File: src/common/exec_defs.svh
//----------------------------
// Execute stage constants
// Data width, EFLAGS bit positions
// and the flag value after reset
//----------------------------
`ifndef EXEC_DEFS_SVH
`define EXEC_DEFS_SVH

// Operand and result width
`define EXEC_DATA_W 32

// EFLAGS bit positions
`define EXEC_CF_BIT 0
`define EXEC_PF_BIT 2
`define EXEC_AF_BIT 4
`define EXEC_ZF_BIT 6
`define EXEC_SF_BIT 7
`define EXEC_DF_BIT 10
`define EXEC_OF_BIT 11

// Only reserved bit 1 reads as one
`define EXEC_EFLAGS_RESET 32'h0000_0002

`endif
File: src/common/flags_pkg.sv
//----------------------------
// EFLAGS types
// Named bit layout and the
// word/field union over it
//----------------------------
`include "exec_defs.svh"

package flags_pkg;

	// Architectural layout, LSB last
	typedef struct packed {
		// Everything above OF is not modelled here
		logic [`EXEC_DATA_W-`EXEC_OF_BIT-2:0] rsvd_hi;
		logic       of;
		logic       df;
		// TF and IF not implemented
		logic [1:0] rsvd_9_8;
		logic       sf;
		logic       zf;
		logic       rsvd_5;
		logic       af;
		logic       rsvd_3;
		logic       pf;
		// Always one on x86
		logic       rsvd_1;
		logic       cf;
	} eflags_bits_t;

	// Same word seen raw or by field
	typedef union packed {
		logic [`EXEC_DATA_W-1:0] raw;
		eflags_bits_t            bits;
	} eflags_u;

endpackage

File: src/common/alu_pkg.sv
//----------------------------
// ALU types
// Operation and size encodings
// Request, response, arith flags
//----------------------------
`include "exec_defs.svh"

package alu_pkg;

	// Opcode encoding in ALU result mux order
	typedef enum logic [2:0] {
		ALU_ADD = 3'd0,
		ALU_OR  = 3'd1,
		ALU_NOT = 3'd2,
		ALU_DAA = 3'd3,
		ALU_AND = 3'd4,
		ALU_CLD = 3'd5,
		ALU_CMP = 3'd6,
		ALU_STD = 3'd7
	} alu_op_e;

	// Operand size with code 3 never issued
	typedef enum logic [1:0] {
		SIZE_BYTE  = 2'd0,
		SIZE_WORD  = 2'd1,
		SIZE_DWORD = 2'd2
	} data_size_e;

	// One request per clock with no back-pressure
	typedef struct packed {
		logic                    valid;
		alu_op_e                 op;
		data_size_e              size;
		logic [`EXEC_DATA_W-1:0] a;
		logic [`EXEC_DATA_W-1:0] b;
	} exec_req_t;

	// Registered result
	typedef struct packed {
		logic                    valid;
		logic [`EXEC_DATA_W-1:0] result;
	} exec_rsp_t;

	// Status flags produced by the ALU
	typedef struct packed {
		logic of;
		logic sf;
		logic zf;
		logic af;
		logic pf;
		logic cf;
	} arith_flags_t;

endpackage

File: src/logic/exec_stage.sv
//----------------------------
// Execute stage top
// ALU, result reg, EFLAGS
//----------------------------
`include "exec_defs.svh"

module exec_stage import alu_pkg::*, flags_pkg::*; (
	input  logic      clk,
	input  logic      rst_n,
	input  exec_req_t req,
	output exec_rsp_t rsp,
	output eflags_u   eflags
);

	logic [`EXEC_DATA_W-1:0] alu_result;
	arith_flags_t            alu_fl;

	// CF/AF forwarded from the live register for DAA
	alu32 alu_i (
		.a      (req.a),
		.b      (req.b),
		.op     (req.op),
		.size   (req.size),
		.cf_in  (eflags.bits.cf),
		.af_in  (eflags.bits.af),
		.result (alu_result),
		.flags  (alu_fl)
	);

	// Flags land on the same edge as the result
	eflags_reg flags_i (
		.clk    (clk),
		.rst_n  (rst_n),
		.upd    (req.valid),
		.op     (req.op),
		.arith  (alu_fl),
		.eflags (eflags)
	);

	//----------------------------
	// Result register
	//----------------------------
	always_ff @(posedge clk or negedge rst_n) begin
		if (!rst_n) begin
			rsp <= '0;
		end else begin
			// One-cycle strobe, not held
			rsp.valid <= req.valid;
			if (req.valid) begin
				rsp.result <= alu_result;
			end
		end
	end

endmodule

File: src/logic/eflags_reg.sv
//----------------------------
// Architectural EFLAGS
// Per-op update rules
//----------------------------
`include "exec_defs.svh"

module eflags_reg import alu_pkg::*, flags_pkg::*; (
	input  logic         clk,
	input  logic         rst_n,
	input  logic         upd,
	input  alu_op_e      op,
	input  arith_flags_t arith,
	output eflags_u      eflags
);

	always_ff @(posedge clk or negedge rst_n) begin
		if (!rst_n) begin
			eflags.raw <= `EXEC_EFLAGS_RESET;
		end else if (upd) begin
			case (op)
				// Logic ops arrive with OF/CF/AF already low
				ALU_ADD, ALU_CMP, ALU_DAA, ALU_OR, ALU_AND: begin
					eflags.bits.of <= arith.of;
					eflags.bits.sf <= arith.sf;
					eflags.bits.zf <= arith.zf;
					eflags.bits.af <= arith.af;
					eflags.bits.pf <= arith.pf;
					eflags.bits.cf <= arith.cf;
				end
				// Direction flag only
				ALU_CLD: eflags.bits.df <= 1'b0;
				ALU_STD: eflags.bits.df <= 1'b1;
				// NOT leaves flags alone
				default: eflags <= eflags;
			endcase
		end
	end

endmodule

File: src/alu/alu32.sv
//----------------------------
// 32-bit ALU
// ADD, OR, NOT, DAA, AND, CLD,
// CMP, STD with result and
// flag selection
//----------------------------
`include "exec_defs.svh"

module alu32 import alu_pkg::*; (
	input  logic [`EXEC_DATA_W-1:0] a,
	input  logic [`EXEC_DATA_W-1:0] b,
	input  alu_op_e                 op,
	input  data_size_e              size,
	input  logic                    cf_in,
	input  logic                    af_in,
	output logic [`EXEC_DATA_W-1:0] result,
	output arith_flags_t            flags
);

	//----------------------------
	// Datapath results
	//----------------------------
	logic [`EXEC_DATA_W-1:0] add_res;
	logic [`EXEC_DATA_W-1:0] sub_res;
	logic [`EXEC_DATA_W-1:0] or_res;
	logic [`EXEC_DATA_W-1:0] and_res;
	logic [`EXEC_DATA_W-1:0] not_res;
	logic [`EXEC_DATA_W-1:0] daa_res;

	// Per-bit carry and borrow out
	logic [`EXEC_DATA_W-1:0] add_carry;
	logic [`EXEC_DATA_W-1:0] sub_borrow;
	logic [`EXEC_DATA_W-1:0] carry_sel;

	// Flag sources
	logic                    is_arith;
	arith_flags_t            gen_flags;
	arith_flags_t            daa_flags;

	// Adder and subtractor
	assign add_res = a + b;
	assign sub_res = a - b;

	// Carry into each bit is a^b^sum
	// Carry out is then the majority term
	assign add_carry = (a & b) | ((a ^ b ^ add_res) & (a ^ b));

	// Borrow out when b wins, or equal bits with borrow in
	assign sub_borrow = (~a & b) | (~(a ^ b) & (a ^ b ^ sub_res));

	// Logic ops
	assign or_res  = a | b;
	assign and_res = a & b;
	assign not_res = ~a;

	// Decimal adjust works on AL only
	alu_daa daa_i (
		.al     (a[7:0]),
		.cf_in  (cf_in),
		.af_in  (af_in),
		.result (daa_res),
		.flags  (daa_flags)
	);

	//----------------------------
	// Flag generation
	//----------------------------
	// CMP is the only subtracting op
	assign carry_sel = (op == ALU_CMP) ? sub_borrow : add_carry;
	assign is_arith  = (op == ALU_ADD) || (op == ALU_CMP);

	alu_flags flags_i (
		.result (result),
		.a      (a),
		.b      (b),
		.carry  (carry_sel),
		.size   (size),
		.arith  (is_arith),
		.flags  (gen_flags)
	);

	//----------------------------
	// Output selection
	//----------------------------
	always_comb begin
		// CLD and STD have no data result
		result = '0;
		case (op)
			ALU_ADD: result = add_res;
			ALU_OR:  result = or_res;
			ALU_NOT: result = not_res;
			ALU_DAA: result = daa_res;
			ALU_AND: result = and_res;
			ALU_CMP: result = sub_res;
			ALU_CLD: result = '0;
			ALU_STD: result = '0;
			default: result = '0;
		endcase
	end

	// DAA brings its own flag rules
	// NOT/CLD/STD flags are ignored downstream
	assign flags = (op == ALU_DAA) ? daa_flags : gen_flags;

endmodule

File: src/alu/alu_daa.sv
//----------------------------
// Decimal adjust after add
// Adjusted AL and its flags
//----------------------------
`include "exec_defs.svh"

module alu_daa import alu_pkg::*; (
	input  logic [7:0]              al,
	input  logic                    cf_in,
	input  logic                    af_in,
	output logic [`EXEC_DATA_W-1:0] result,
	output arith_flags_t            flags
);

	logic       low_adj;
	logic       high_adj;
	logic [7:0] al_low;
	logic [7:0] al_adj;

	// Low digit out of BCD range or nibble carry seen
	assign low_adj = (al[3:0] > 4'd9) || af_in;

	// High test uses the original AL, not the low-adjusted one
	assign high_adj = (al > 8'h99) || cf_in;

	// Two-step correction, byte wraps
	assign al_low = al + (low_adj ? 8'h06 : 8'h00);
	assign al_adj = al_low + (high_adj ? 8'h60 : 8'h00);

	// Only AL is written
	assign result = {{(`EXEC_DATA_W-8){1'b0}}, al_adj};

	//----------------------------
	// Flags
	//----------------------------
	// OF is undefined on x86, forced low
	assign flags.of = 1'b0;
	assign flags.sf = al_adj[7];
	assign flags.zf = (al_adj == 8'h00);
	assign flags.af = low_adj;
	assign flags.pf = ~^al_adj;
	assign flags.cf = high_adj;

endmodule

File: src/alu/alu_flags.sv
//----------------------------
// Size-aware status flags
// OF SF ZF AF PF CF
//----------------------------
`include "exec_defs.svh"

module alu_flags import alu_pkg::*; (
	input  logic [`EXEC_DATA_W-1:0] result,
	input  logic [`EXEC_DATA_W-1:0] a,
	input  logic [`EXEC_DATA_W-1:0] b,
	input  logic [`EXEC_DATA_W-1:0] carry,
	input  data_size_e              size,
	input  logic                    arith,
	output arith_flags_t            flags
);

	// Top bit index and valid lanes for this size
	logic [4:0]              msb;
	logic [`EXEC_DATA_W-1:0] size_mask;
	logic                    carry_in_msb;
	logic                    carry_out_msb;

	always_comb begin
		case (size)
			SIZE_BYTE: begin
				msb       = 5'd7;
				size_mask = `EXEC_DATA_W'h0000_00ff;
			end
			SIZE_WORD: begin
				msb       = 5'd15;
				size_mask = `EXEC_DATA_W'h0000_ffff;
			end
			// Dword, also the unused code
			default: begin
				msb       = 5'd31;
				size_mask = '1;
			end
		endcase
	end

	// Carry into the top bit recovered from the sum
	assign carry_in_msb  = a[msb] ^ b[msb] ^ result[msb];
	assign carry_out_msb = carry[msb];

	// Overflow when carry in and out of the sign bit differ
	// Holds for borrow as well
	assign flags.of = arith & (carry_in_msb ^ carry_out_msb);
	assign flags.sf = result[msb];
	assign flags.zf = ((result & size_mask) == '0);

	// Nibble carry for BCD
	assign flags.af = arith & carry[3];

	// Even parity of the low byte only
	assign flags.pf = ~^result[7:0];
	assign flags.cf = arith & carry_out_msb;

endmodule

File: config.mk
export PLATFORM = sky130hd
export DESIGN_NAME = exec_stage
export DESIGN_NICKNAME = d
export VERILOG_FILES = /design/src/common/flags_pkg.sv /design/src/common/alu_pkg.sv /design/src/logic/exec_stage.sv /design/src/logic/eflags_reg.sv /design/src/alu/alu32.sv /design/src/alu/alu_daa.sv /design/src/alu/alu_flags.sv
export VERILOG_INCLUDE_DIRS = /design/src /design/src/common
export SDC_FILE = /design/constraint.sdc
export NUM_CORES = 1
export LEC_CHECK = 0
export BUFFER_PORTS_ARGS = -buffer_cell sky130_fd_sc_hd__buf_2
export CAP_MARGIN = 0
export CORE_MARGIN = 8
export CORE_UTILIZATION = 25
export CTS_CLUSTER_SIZE = 30
export DETAILED_ROUTE_END_ITERATION = 16
export PLACE_DENSITY = 0.46
export SLEW_MARGIN = 40
export SYNTH_ARGS = -nofsm -noshare
export SYNTH_HDL_FRONTEND = slang
export SYNTH_SLANG_ARGS = --single-unit
File: constraint.sdc
create_clock -name clk -period 8.35 [get_ports clk]
set_input_delay 0.835 -clock clk [delete_from_list [all_inputs] [get_ports clk]]
set_output_delay 0.835 -clock clk [all_outputs]
set_load 0.005 [all_outputs]
Word level (Yosys, flattened, before mapping)
Cells that the tools add are included.

Flip-flop bits (word level): 40. Bits in latches: 0. Bits in writable memories: 0. Bits in read-only memories: 0. Output and inout bits: 65. Logic and storage cells: 68. Memories: 0.

$add $sub $neg: 4. $mul: 0. Divide/modulo/power cells: 0. Order comparisons: 3. Eq/ne operators: 8. Shifts and indexed selects: 0. Muxes and demuxes: 16. Bitwise logic cells: 19. Reduce and logical (&&, ||, !) cells: 14.

Operators by type and width (count): $pmux 32 s7 (1); $and 32x32->32 (5); $or 32x32->32 (3); $xor 32x32->32 (3); $not 32->32 (2); $pmux 32 s2 (1); $add 32x32->32 (1); $logic_not 32->1 (1); $mux 32 (1); $sub 32x32->32 (1); $bmux 1 s5 (4); $reduce_xnor 8->1 (2); $eq 3x3->1 const B (4); $pmux 5 s2 (1); $add 8x3->8 (1); $add 8x7->8 (1); $gt 8x8->1 const B (1); $logic_not 8->1 (1); $mux 7 (1); $eq 3x2->1 const B (2); $lt 5x6->1 const B (1); $mux 6 (1); $reduce_or 5->1 (1); $gt 4x4->1 const B (1); 13 further kinds (23).

Depth between registers and ports, before layout
Depth after elaboration: 12. Mapped depth: 23. Mapped depth without buffers: 22.

Cells and area by module
Synthesis repeated with hierarchy kept, for this count alone.

Cell total of the unflattened synthesis: 1118. Area total of the unflattened synthesis: 9347.7 sq um.

By module, submodules not included: alu32 (instances 1, cells each 854, area an instance 6339.8 sq um, sequential area each 0.0 sq um); exec_stage (instances 1, cells each 69, area an instance 1370.1 sq um, sequential area each 825.8 sq um); eflags_reg (instances 1, cells each 79, area an instance 733.2 sq um, sequential area each 175.2 sq um); alu_daa (instances 1, cells each 70, area an instance 573.0 sq um, sequential area each 0.0 sq um); alu_flags (instances 1, cells each 46, area an instance 331.6 sq um, sequential area each 0.0 sq um).

Worst setup path before layout
OpenSTA, ideal clock, no wires.

Path kind: input to register. Start point: input port req[16] (netlist bit). End point: register flags_i.eflags[6] (netlist bit). Setup time: 87 ps. Data arrival time: 5078 ps. Data required time: 8263 ps. Setup slack: 3185 ps. Stages: 19. Path buffers: 1. Path through: inv_1 ha_1 buf_2 nand2_1 or4_1 o21a_1 o21ba_2 o211a_1 nor3_2 a21oi_1 o21bai_1 fa_1 mux4_2 a21oi_1 o211ai_1 nor4b_2 nand4b_1 o41a_1 a211oi_2.

Cells in the longest elaborated chain, start to end: 5. Elaborated cells between the ends (all ways): 8.

RTL lines: start: declaration (line exec_stage.sv:10) `input exec_req_t req,`; $sub 32x32->32 (tied with other cells) (line alu32.sv:42) `assign sub_res = a - b;`; $pmux 32 s7 * (line alu32.sv:88) `case (op)`; $and 32x32->32 * (line alu_flags.sv:49) `assign flags.zf = ((result & size_mask) == '0);`; $logic_not 32->1 * (line alu_flags.sv:49); $mux 6 * (line alu32.sv:103) `assign flags = (op == ALU_DAA) ? daa_flags : gen_flags;`; end signal: assignment (line eflags_reg.sv:34) `default: eflags <= eflags;`; end: declaration (line eflags_reg.sv:13) `output eflags_u eflags`.

Every way passes the cells marked *; elsewhere a longest branch is shown, timed or not. A chain may end at the register's enable or synchronous reset.

Final worst setup path
Start point: input port req[35] (netlist bit). End point: register flags_i.eflags[6] (netlist bit).

Cells in the longest elaborated chain, start to end: 9. Elaborated cells between the ends (all ways): 18.

RTL lines: $gt 4x4->1 (line alu_daa.sv:21) `assign low_adj = (al[3:0] > 4'd9) || af_in;`; $logic_or 1x1->1 (line alu_daa.sv:21); $mux 3 (line alu_daa.sv:27) `assign al_low = al + (low_adj ? 8'h06 : 8'h00);`; $add 8x3->8 (line alu_daa.sv:27); $add 8x7->8 (line alu_daa.sv:28) `assign al_adj = al_low + (high_adj ? 8'h60 : 8'h00);`; $pmux 32 s7 (line alu32.sv:88); $and 32x32->32 (line alu_flags.sv:49); $logic_not 32->1 (line alu_flags.sv:49); $mux 6 * (line alu32.sv:103).

Marks and branches as above.

==> run metrics <==
run status=complete, no violations; leading area contributor after synthesis=ha_1; Max Transition Viols Final=0; Tot Pwr=1.07 mW; core footprint=0.0324 mm²; total gr overflow=0; FFs w/ async S/R, synth=1.00; DRC Markers=0; via count=8476; Cell Rows=66; CTS Buf Count=5; Clock Power Share=0.179; Seq pwr share=0.227; first-pass GRT wire length=just over 50000 µm; Int Pwr=0.583 mW; routed len/inst=20.3 µm; Syn Area/Cell=7.29 µm²; crit path max fanout=10; combinational power share=0.594; Crit. End Element=flip-flop; Mapped Area=0.00815 mm²; Final setup viols=0; buffers added on ports=between 100 and 150; Clock Path Buffers=2; Final Hold Fails=0; final setup margin=2580 ps; Worst Path Required=8540 ps; RSZ-0062 raised after global routing=false; CP arrival=about 6000 ps; Sw Share=0.456; top post-synthesis cells by count=nor2_1 (128), a21oi_1 (122), ha_1 (107); Area Growth Syn to Fin=11.8%; FF-to-FF path depth=19; synth warn=0; Netlist cell types=~100; placed insts=~1600; fin area=approximately 0.0091 mm²; worst setup path category=in -> reg; vias in the first global route=approximately 8500; first-pass detailed-route iteration total=6; ys flop type=dfrtp_1; pwr/cell area=between 100 and 150 mW/mm²; Total Routing Usage GR=0.166; hold path cells=1; DR vias/cell=5.20; H-Tree Depth=2; Synth area leaders=ha_1 (16%), dfrtp_1 (12%), a21oi_1 (7.5%), nor2_1 (5.9%), inv_1 (4.6%); sequential area share after synthesis=0.123; peak supply drop=about 0.070 mV; TritonCTS clock tree=yes; layout cells sized above 1=0.158; Leak=around 4.2 nW; Max Clk Rate=roughly 170 MHz; actual slew at the worst max-slew pin=a little over 900 ps; Max-Slew Margin vs Limit=0.395; Psw=0.489 mW; Routed WL=about 33000 µm; most common cell in the netlist=nor2_1; clk_skew=between 3 and 4 ps; post-CTS sizing=0; initial antenna violation count=3; post-route setup TNS=0 ps; NumNets Final=1378; Worst Hold Class=reg -> reg; # fillers=3620; Tcrit/Tclk final=0.691; die width=197 µm; Worst-path clk slew=around 60 ps; CTS Hold Buffers Added=0; Final GP Congestion=0.964; Post-synth EDFFs=0; fin cells=roughly 1600; CP startpoint kind=primary input; initial drt markers=around 720; Final ANT Viol Nets=0; maxcap violations=0; pin count of the biggest net entering global routing=46; DPL Wire Length=26600 µm; pre-CTS WS=2340 ps; Synth top area share=0.164; post-synthesis cell count=1118; CTS root buffer=clkbuf_16; Die Span Y=197 µm; Total Die Area=around 0.039 mm²; Top Ports=137; Initial Utilization=0.252; DP Area=approximately 0.009 mm²; max FFs per register=33; worst skew pair latency=roughly 280 ps; Setup Buffers After CTS=0; min cycle time layout=about 5800 ps; CTS sink count=40; flip-flop and latch count after synthesis=40
## power by group through the flow
stage	Sequential [mW]	Clock (mW)	Combinational, mW
final	0.243	0.192	0.637
after global routing	0.248	0.211	0.707
after CTS	0.244	0.199	0.636
after detailed placement	0.247	0	0.633
after global placement	0.247	0	0.632
after floorplan	0.249	0	0.426
## layout make-up
type	instances	area [µm²]	share of cell area
antenna	1	2.50	0.000274
clock buffer	6	139	0.0152
sequential	40	1000	0.110
clock inverter	2	10.0	0.00110
inverter	104	390	0.0428
timing repair buffer	122	641	0.0702
tap	442	553	0.0606
multi-input combinational	913	6380	0.700
## through the flow
step / hold slack [ps] / utilization
after detailed placement: 465 / 0.277
after global placement: 466 / 0.277
after global routing: 493 / 0.282
after floorplan: 471 / -
after CTS: 479 / 0.282
final: 478 / 0.282
## cells by family (layout without fill, tap and decap cells)
logic type / Yosys count / count (layout) / share of synthesized area
other: 2 / 26 / 0.000921
and+or+nand+nor: 343 / 343 / 0.205
adders and majority gates: 121 / 121 / 0.197
DFF: 40 / 40 / 0.123
xor gates and xnor gates: 20 / 20 / 0.0215
buffers and inverters: 188 / 234 / 0.106
muxes: 17 / 17 / 0.0252
AOI/OAI and AO/OA: 387 / 387 / 0.321
## critical path: stages
cell and delay (ps):
buf_2 220, inv_1 110, ha_1 400, nand4_1 270, a21oi_1 320, a41oi_2 250, o21a_1 310, o21ba_2 240
o211a_1 220, nor3_2 280, a21oi_1 110, o21bai_1 160, fa_1 420, mux4_2 450, a21oi_1 280, o211ai_1 150
nor4b_2 250, nand4b_1 120, o41a_1 390, a211oi_2 160
## layout by cell type, fill, tap and decap left out, drive strengths merged, types with 10 or more instances in the layout
cell type,instances
a211oi,16
a21o,17
a21oi,126
buf,122
conb,25
dfrtp,40
fa,13
ha,107
inv,103
nand2,81
nand2b,22
nand3,21
nor2,130
nor2b,12
nor3,22
o211ai,16
o21ai,70
o21bai,12
o221ai,10
o22ai,23
o31ai,13
or3,11
xnor2,14
## worst paths after layout
path | slack (ps) | startpoint | end
worst min register to register | 480 | rsp[16] | rsp[16]
max in group asynchronous | 7450 | rst_n | flags_i.eflags[2]
worst min-delay path | 480 | rsp[16] | rsp[16]
worst max-delay path | 2580 | req[35] | flags_i.eflags[6]
worst max register to register | 4100 | flags_i.eflags[4] | flags_i.eflags[6]
min in group asynchronous | 530 | rst_n | rsp[24]
## metal layers
layer / track usage / vias up / share of wire
met3: 0.0213 / 57 / 0.050
met5: 0 / - / 0.00069
met1: 0.212 / 4063 / 0.44
met2: 0.286 / 275 / 0.47
met4: 0.0580 / 4 / 0.037
li1: - / 4077 / -
(Power assumes the default switching activity.)
